[config.mk]
export PLATFORM = sky130hd
export DESIGN_NAME = writeBack
export DESIGN_NICKNAME = d
export VERILOG_FILES = /design/src/common/wbConfigPkg.sv /design/src/common/wbPacketPkg.sv /design/src/writeback/writeBack.sv /design/src/writeback/branchResolve.sv /design/src/writeback/lsuLane.sv /design/src/writeback/execLane.sv
export SDC_FILE = /design/constraint.sdc
export NUM_CORES = 1
export LEC_CHECK = 0
export BUFFER_PORTS_ARGS = -buffer_cell sky130_fd_sc_hd__buf_2
export CORE_AREA = 2 2 246 248
export CTS_CLUSTER_DIAMETER = 60
export DETAILED_ROUTE_END_ITERATION = 6
export DIE_AREA = 0 0 248 250
export PLACE_DENSITY = 0.48
export SETUP_SLACK_MARGIN = 0.1
export SYNTH_ARGS = -nofsm -noshare
export SYNTH_HDL_FRONTEND = slang
export SYNTH_SLANG_ARGS = --single-unit
[constraint.sdc]
create_clock -name clk -period 1.15 [get_ports clk]
set_input_delay 0.115 -clock clk [delete_from_list [all_inputs] [get_ports clk]]
set_output_delay 0.115 -clock clk [all_outputs]
set_load 0.05 [all_outputs]
[src/common/wbConfigPkg.sv]
// Writeback core configuration: datapath widths, queue index sizes and lane counts

package wbConfigPkg;

        // ==============================
        // datapath widths
        // ==============================
        localparam int dataW       = 32;        // result word
        localparam int pcW         = 32;        // branch target

        // ==============================
        // rename and queue indices
        // ==============================
        localparam int physRegW    = 7;         // physical register tag
        localparam int activeListW = 7;         // active-list slot
        localparam int issueQW     = 5;         // issue-queue entry
        localparam int ctiW        = 4;         // CTI queue slot

        // branch checkpoints, one mask bit per checkpoint
        localparam int checkpoints = 4;
        localparam int checkpointW = 2;         // log2 of checkpoints

        localparam int wbFlagsW    = 4;         // flags handed to the active list

        // ==============================
        // lane layout
        // ==============================
        localparam int execLanes   = 3;         // lsu lane follows these
        localparam int branchLane  = 2;         // exec lane that resolves branches

endpackage
[src/common/wbPacketPkg.sv]
// Writeback packet formats for execution lanes, load/store lane and stage outputs

package wbPacketPkg;

        // ==============================
        // inputs from the functional units
        // ==============================
        typedef struct packed {
                logic                                   mispredict;
                logic                                   conditional;    // conditional branch
                logic                                   bypassEn;       // result goes on bypass
                logic [wbConfigPkg::wbFlagsW-1:0]       wbFlags;
        } execFlags_t;

        typedef struct packed {
                logic                                   valid;
                logic [wbConfigPkg::checkpoints-1:0]    branchMask;     // unresolved branches
                execFlags_t                             flags;
                logic [wbConfigPkg::physRegW-1:0]       physReg;
                logic [wbConfigPkg::activeListW-1:0]    activeListId;
                logic [wbConfigPkg::dataW-1:0]          data;
                logic [wbConfigPkg::checkpointW-1:0]    checkpointId;   // own checkpoint
                logic [wbConfigPkg::ctiW-1:0]           ctiIndex;
                logic [wbConfigPkg::pcW-1:0]            target;
                logic                                   direction;      // taken
        } execPacket_t;

        typedef struct packed {
                logic                                   valid;
                logic [wbConfigPkg::checkpoints-1:0]    branchMask;
                execFlags_t                             flags;
                logic [wbConfigPkg::dataW-1:0]          data;
                logic [wbConfigPkg::physRegW-1:0]       physReg;
                logic [wbConfigPkg::activeListW-1:0]    activeListId;
                logic [wbConfigPkg::issueQW-1:0]        iqEntry;
        } lsuPacket_t;

        typedef struct packed {
                logic                                   valid;
                logic [wbConfigPkg::activeListW-1:0]    activeListId;   // violating load
        } ldViolation_t;

        // ==============================
        // stage outputs
        // ==============================
        typedef struct packed {
                logic                                   valid;
                logic [wbConfigPkg::activeListW-1:0]    activeListId;
                logic [wbConfigPkg::wbFlagsW-1:0]       wbFlags;
        } wbCtrl_t;

        typedef struct packed {
                logic                                   valid;
                logic [wbConfigPkg::physRegW-1:0]       physReg;
                logic [wbConfigPkg::dataW-1:0]          data;
        } bypass_t;

        typedef struct packed {
                logic                                   valid;
                logic [wbConfigPkg::issueQW-1:0]        entry;
        } iqFree_t;

        typedef struct packed {
                logic                                   verified;
                logic                                   mispredict;
                logic                                   conditional;
                logic [wbConfigPkg::checkpointW-1:0]    checkpointId;
                logic [wbConfigPkg::pcW-1:0]            target;
                logic                                   direction;
                logic [wbConfigPkg::ctiW-1:0]           ctiIndex;
        } ctrlResolve_t;

        typedef struct packed {
                logic                                   valid;
                logic [wbConfigPkg::checkpointW-1:0]    checkpointId;   // killed checkpoint
        } squash_t;

endpackage

[src/writeback/writeBack.sv]
// Writeback stage top: three execution lanes, the load/store lane and branch resolution

`timescale 1ns/1ps

module writeBack
(
        input  logic                            clk,
        input  logic                            reset,
        input  wbPacketPkg::execPacket_t        execPkt_i [wbConfigPkg::execLanes],
        input  wbPacketPkg::lsuPacket_t         lsuPkt_i,
        input  wbPacketPkg::ldViolation_t       ldViolation_i,
        output wbPacketPkg::wbCtrl_t            wbCtrl_o [wbConfigPkg::execLanes+1],
        output wbPacketPkg::bypass_t            bypass_o [wbConfigPkg::execLanes+1],
        output wbPacketPkg::iqFree_t            iqFree_o,
        output wbPacketPkg::ctrlResolve_t       ctrl_o,
        output wbPacketPkg::ldViolation_t       ldViolation_o
);

        wbPacketPkg::execPacket_t       held [wbConfigPkg::execLanes];
        wbPacketPkg::squash_t           squash;

        // ==============================
        // execution lanes
        // ==============================
        genvar lane;
        generate
                for (lane = 0; lane < wbConfigPkg::execLanes; lane++)
                begin : execGen
                        execLane execLane_i
                        (
                                .clk      (clk),
                                .reset    (reset),
                                .pkt_i    (execPkt_i[lane]),
                                .squash_i (squash),
                                .wbCtrl_o (wbCtrl_o[lane]),
                                .bypass_o (bypass_o[lane]),
                                .held_o   (held[lane])
                        );
                end
        endgenerate

        // load/store lane sits after the execution lanes
        lsuLane lsuLane_i
        (
                .clk           (clk),
                .reset         (reset),
                .pkt_i         (lsuPkt_i),
                .ldViolation_i (ldViolation_i),
                .squash_i      (squash),
                .wbCtrl_o      (wbCtrl_o[wbConfigPkg::execLanes]),
                .bypass_o      (bypass_o[wbConfigPkg::execLanes]),
                .iqFree_o      (iqFree_o),
                .ldViolation_o (ldViolation_o)
        );

        // ==============================
        // branch resolution
        // ==============================
        branchResolve branchResolve_i
        (
                .held_i   (held[wbConfigPkg::branchLane]),
                .ctrl_o   (ctrl_o),
                .squash_o (squash)
        );

endmodule

[src/writeback/branchResolve.sv]
// Branch resolution: decodes the held branch-lane packet into control outputs and squash

`timescale 1ns/1ps

module branchResolve
(
        input  wbPacketPkg::execPacket_t        held_i,
        output wbPacketPkg::ctrlResolve_t       ctrl_o,
        output wbPacketPkg::squash_t            squash_o
);

        logic   verified;
        logic   mispredict;

        assign verified   = held_i.valid;
        assign mispredict = held_i.flags.mispredict;

        always_comb
        begin
                ctrl_o.verified     = verified;
                ctrl_o.mispredict   = verified & mispredict;    // only a live branch
                ctrl_o.conditional  = held_i.flags.conditional;
                ctrl_o.checkpointId = held_i.checkpointId;
                ctrl_o.target       = held_i.target;
                ctrl_o.direction    = held_i.direction;
                ctrl_o.ctiIndex     = held_i.ctiIndex;
        end

        // ==============================
        // squash broadcast to all lanes
        // ==============================
        always_comb
        begin
                squash_o.valid        = verified & mispredict;
                squash_o.checkpointId = held_i.checkpointId;
        end

endmodule

[src/writeback/lsuLane.sv]
// Load/store lane writeback: registers the lsu result and violation word, frees its IQ entry

`timescale 1ns/1ps

module lsuLane
(
        input  logic                            clk,
        input  logic                            reset,
        input  wbPacketPkg::lsuPacket_t         pkt_i,
        input  wbPacketPkg::ldViolation_t       ldViolation_i,
        input  wbPacketPkg::squash_t            squash_i,
        output wbPacketPkg::wbCtrl_t            wbCtrl_o,
        output wbPacketPkg::bypass_t            bypass_o,
        output wbPacketPkg::iqFree_t            iqFree_o,
        output wbPacketPkg::ldViolation_t       ldViolation_o
);

        wbPacketPkg::lsuPacket_t        pktQ;
        wbPacketPkg::ldViolation_t      ldViolationQ;
        logic                           killed;

        always_ff @(posedge clk)
        begin
                if (pkt_i.valid)
                begin
                        pktQ         <= pkt_i;
                        ldViolationQ <= ldViolation_i;  // sampled with the load/store only
                end
                if (reset)
                begin
                        pktQ.valid         <= 1'b0;
                        ldViolationQ.valid <= 1'b0;
                end
                else
                begin
                        pktQ.valid <= pkt_i.valid;
                end
        end

        assign killed = squash_i.valid & pktQ.branchMask[squash_i.checkpointId];

        always_comb
        begin
                wbCtrl_o.valid        = pktQ.valid & ~killed;
                wbCtrl_o.activeListId = pktQ.activeListId;
                wbCtrl_o.wbFlags      = pktQ.flags.wbFlags;

                bypass_o.valid        = pktQ.valid & pktQ.flags.bypassEn;
                bypass_o.physReg      = pktQ.physReg;
                bypass_o.data         = pktQ.data;

                iqFree_o.valid        = pktQ.valid;    // entry released even when squashed
                iqFree_o.entry        = pktQ.iqEntry;
        end

        assign ldViolation_o = ldViolationQ;

endmodule

[src/writeback/execLane.sv]
// Execution lane writeback: registers one result packet, drives active-list control and bypass

`timescale 1ns/1ps

module execLane
(
        input  logic                            clk,
        input  logic                            reset,
        input  wbPacketPkg::execPacket_t        pkt_i,
        input  wbPacketPkg::squash_t            squash_i,
        output wbPacketPkg::wbCtrl_t            wbCtrl_o,
        output wbPacketPkg::bypass_t            bypass_o,
        output wbPacketPkg::execPacket_t        held_o
);

        wbPacketPkg::execPacket_t       pktQ;
        logic                           killed;

        // payload moves only with a valid packet, valid bit follows every cycle
        always_ff @(posedge clk)
        begin
                if (pkt_i.valid)
                begin
                        pktQ <= pkt_i;
                end
                if (reset)
                begin
                        pktQ.valid <= 1'b0;
                end
                else
                begin
                        pktQ.valid <= pkt_i.valid;
                end
        end

        // ==============================
        // squash and outputs
        // ==============================
        assign killed = squash_i.valid & pktQ.branchMask[squash_i.checkpointId];

        always_comb
        begin
                wbCtrl_o.valid        = pktQ.valid & ~killed;
                wbCtrl_o.activeListId = pktQ.activeListId;
                wbCtrl_o.wbFlags      = pktQ.flags.wbFlags;

                bypass_o.valid        = pktQ.valid & pktQ.flags.bypassEn;      // not squash gated
                bypass_o.physReg      = pktQ.physReg;
                bypass_o.data         = pktQ.data;
        end

        assign held_o = pktQ;                   // feeds branch resolution

endmodule

---- After elaboration in Yosys (flattened, before gate mapping) ----
Cells that the tools add are included.
storage, ports and cells
  register bits after elaboration ......... 278
  input port bits ......................... 364
  output and inout port bits .............. 264
operators by class
  order comparisons ....................... 1
  mux-type cells .......................... 8
  bitwise logic cells ..................... 17
operator list
  operator            number
  $and 1x1->1         13
  $bmux 1 s2          4
  $mux 1              4
  $not 1->1           4
  $lt 2x3->1 const B  1

---- Longest topological paths before layout ----
  depth after elaboration ................. 5
  gate-level depth with buffers ........... 3
  mapped depth without buffers ............ 2

---- Hierarchy ----
From an unflattened synthesis, not the netlist that was laid out.
unflattened totals
  cell total of the unflattened synthesis .. 641
  area total of the unflattened synthesis .. 12872.3 um^2
modules (own cells, without submodules)
  module         instances  cells an instance  area each (um^2)  sequential area each (um^2)
  execLane       3          154                3331.9            2902.8
  lsuLane        1          134                2539.9            2052.0
  branchResolve  1          45                 336.6             0.0

---- Least setup slack after synthesis ----
No wires, ideal clock.
  path type ............................... register to output
  from .................................... reg execGen[2].execLane_i.pktQ, in the netlist execGen[2].execLane_i.held_o[37]
  to ...................................... out wbCtrl_o[11] in the netlist's numbering
  data arrival time ....................... 1.177 ns
  data required time ...................... 1.035 ns
  setup slack ............................. -0.142 ns
  cell stages (with the launch flop) ...... 4
  path buffers ............................ 1
  cell sequence ........................... edfxtp_1 -> buf_6 -> mux2i_1 -> o221a_1
RTL lines
  element                   RTL line         text
  start: declaration        execLane.sv:16   wbPacketPkg::execPacket_t pktQ;
  start signal: assignment  execLane.sv:24   pktQ <= pkt_i;
  end: declaration          writeBack.sv:12  output wbPacketPkg::wbCtrl_t wbCtrl_o [wbConfigPkg::execLanes+1],

==> impl_results.md <==
* Crit path capture type: primary output
* Via count at roughly 6,500
* Status: complete, but fails checks
* FFs w/ async S/R, synth at 0
* Die area at around 0.062 sq mm
* Inst Count DP at roughly 1,600
* Post-synth top area cell: edfxtp_1
* CP max FO at 3
* Synth Warn # at 0
* Largest net degree at the start of global routing at 57
* Cell leakage power at about 7.5 nW
* Comb pwr share at 0.197
* TritonCTS clock tree: built
* Top cell type's share of synthesized area at 0.7897
* Design area at 0.01832 sq mm
* Remaining Overflow, GRT at 0
* Final setup fails at 263
* Worst min path class: in2reg
* # fillers at 5,776
* Pre-antenna DRT Iters at 4
* Sequential power share at 0.410
* Initial DRC Count at ~210
* Count of cell types in the netlist at 13
* Tot GR Track Use at 0.09219
* Syn Area/Cell at around 19 sq um
* Switching pwr at around 0.0085 W
* Via/cell ratio at around 3.3
* CP delay by family, top: buffers and inverters
* Pwr Density at approximately 1700 mW/mm^2
* Starting Density at 0.1743
* Mapped Cells at approximately 550
* Worst Path Buf+Inv at 3
* Buffers on Ports at roughly 540
* Net count, final at around 1,600
* Worst path max stage delay at approximately 0.4 ns
* Slew Viols, Final at 0
* EDFF count, synth at ~270
* Tmin final at ~1.9 ns
* Sequential area share after synthesis at 0.7993
* Synth Register Bits at 278
* Synth Area in Adders at 0
* Register area at between 0.008 and 0.009 sq mm
* Fmax at 536.1 MHz
* Worst skew pair latency at about 0.54 ns
* Post-DP HPWL at 20,210 um
* Layout cell share with drive strength beyond 1 at 0.5247
* Period utilization at 1.622
* P&R area growth vs syn at 76.47%
* Die width at around 250 um
* Internal at about 0.022 W
* Row count at 90
* Most common library cells after synthesis: 273 x edfxtp_1, 247 x buf_4, 9 x mux2i_1
* Largest family of logic cells by synthesized area: buffers and inverters
* Core footprint at 0.05957 sq mm
* Initial antenna violation count at 5
* Most common cell in the netlist: edfxtp_1
* H-tree levels at 2
* Routed WL per cell at between 15 and 20 um
* Fin cells at 1,999
* Setup TNS at -19.01 ns
* Clk network pwr share at 0.393
* Compound-Gate Fraction of Synth Area at 0.004339
* Top_reg_cell synth: edfxtp_1
* Multiplexer share of the synthesized area at 0.008678
* RSZ-0062 raised after global routing: true
* Startpoint Class: flip-flop
* Switching portion of total power at 0.2809
* First-pass GRT wire length at ~42,000 um
* Vias in the first global route at roughly 7,400
* Area of the multi-input gates at around 270 sq um
* Final Power at around 0.03 W
* CP max stage cell: edfxtp_1
* Mapped cell area at 0.01038 sq mm
* Final wirelength at 30,100 um
* DP Area at about 0.013 sq mm
* Setup WS pre-CTS at -0.2224 ns
* CTS root buf: clkbuf_16
* Critical Path RT at approximately 1.0 ns
* Post-route DRC at 0
* Reg2reg setup slack at approximately 0.54 ns
* Simple-gate share of the synthesized area at 0.007955
* XOR/XNOR share of the synthesized area at 0
* Clk sinks at ~280
* Skew final at 0 ns
* Final setup margin at -0.7155 ns
* Worst slew pin tran at around 0.31 ns
* CP cell instances: buf_4 -> buf_6 -> nand2b_1 -> o221a_4 -> buf_8
* Worst VDD drop at ~1.1 mV
* Gpl congestion at between 0.7 and 0.8
* Failing checks: setup timing
* CP arrival at roughly 1.8 ns
* Total CTS buffers at 39
* Die Ht at between 200 and 300 um
* Max_slew headroom at 0.7921
* Crit path kind: reg2out
* Final hold violation count at 0
* Buffers from clock root to sink, at most at 3
* Reg clk slew, reported paths at 0.06 ns
* Number of max-cap violations at 0
* DRT antenna net count at 0
* I/O pins at 628
* Synth area leaders: edfxtp_1 79%, buf_4 18%, dfxtp_1 0.96%, mux2i_1 0.87%, o221a_1 0.43%
* Syn Nets at slightly above 900
power by group through the flow:
stage               clock (W)  combinational (W)  sequential [W]
floorplan                   0            0.00359          0.0125
global placement            0            0.00429          0.0124
detailed placement          0            0.00430          0.0124
CTS                    0.0124            0.00595          0.0124
global route           0.0128            0.00618          0.0125
finish                 0.0119            0.00595          0.0124
worst reg2reg max path: stages, from the launching register on:
cell and delay (ns):
dfxtp_2 0.33, mux2i_1 0.13, nor2_1 0.05
logic make-up (layout without fill, tap and decap cells):
kind of cell / Yosys count / after routing
other: 0 / 1
muxes: 9 / 9
and+or+nand+nor: 14 / 14
buffers and inverters: 248 / 911
AOI/OAI and AO/OA: 4 / 4
DFF: 278 / 278
layout by cell type, fill, tap and decap left out, types with 2 or more instances in the layout:
cell type	n
buf_2	278
dlygate4sd3_1	276
edfxtp_1	273
buf_6	261
clkbuf_16	40
buf_12	12
clkbuf_1	10
mux2i_1	8
buf_4	8
inv_8	6
and2_4	5
buf_8	5
o221a_4	4
nor2b_1	4
inv_6	3
clkinv_2	3
bufinv_16	3
dfxtp_2	3
clkinv_4	2
through the flow:
stage	hold WS [ns]	util
floorplan	0.1866	-
global placement	0.2910	0.2100
detailed placement	0.2931	0.2100
CTS	0.007612	0.3067
global route	0.02599	0.3075
finish	0.05220	0.3075
flip-flops by register name (all words and copies together), names as in the netlist:
register,cells
lsuLane_i.wbCtrl_o,11
lsuLane_i.pktQ,5
lsuLane_i.iqFree_o,6
execGen.execLane_i.held_o,92
execGen.execLane_i.bypass_o,117
lsuLane_i.ldViolation_o,8
lsuLane_i.bypass_o,39
what timing repair did:
action                     in CTS  in global routing
pin swaps                       3                  1
gates resized for setup       545                  6
cloned                          0                  0
hold buffers                  276                  0
setup endpoints to repair     264                264
hold endpoints to repair      282                  0
setup buffers                   0                  4
per-layer routing:
layer	part of all wire	global-route usage	wire length (um)
met1	0.35	0.09161	10470
met4	0.037	0.04243	1103
met3	0.098	0.03850	2958
met2	0.52	0.1650	15520
met5	0.0016	0	48
path summary, 6_finish.rpt:
path,cells past startpoint,start,to
max,5,execGen[2].execLane_i.held_o[38],wbCtrl_o[23]
min,2,execPkt_i[290],execGen[0].execLane_i.bypass_o[27]
max reg2reg,2,lsuLane_i.ldViolation_o[7],lsuLane_i.ldViolation_o[7]
min reg2reg,2,lsuLane_i.ldViolation_o[7],lsuLane_i.ldViolation_o[7]
final cells by class:
type                    instances  area share
diodes                          1   0.0001366
clock buffers                  51     0.05744
clock inverters                20     0.01332
multi-input cells              27     0.01468
flip-flops and latches        278      0.4534
well taps                     782     0.05341
repair buffers                840      0.4077
Note: power is estimated with default switching activity, not from simulation.
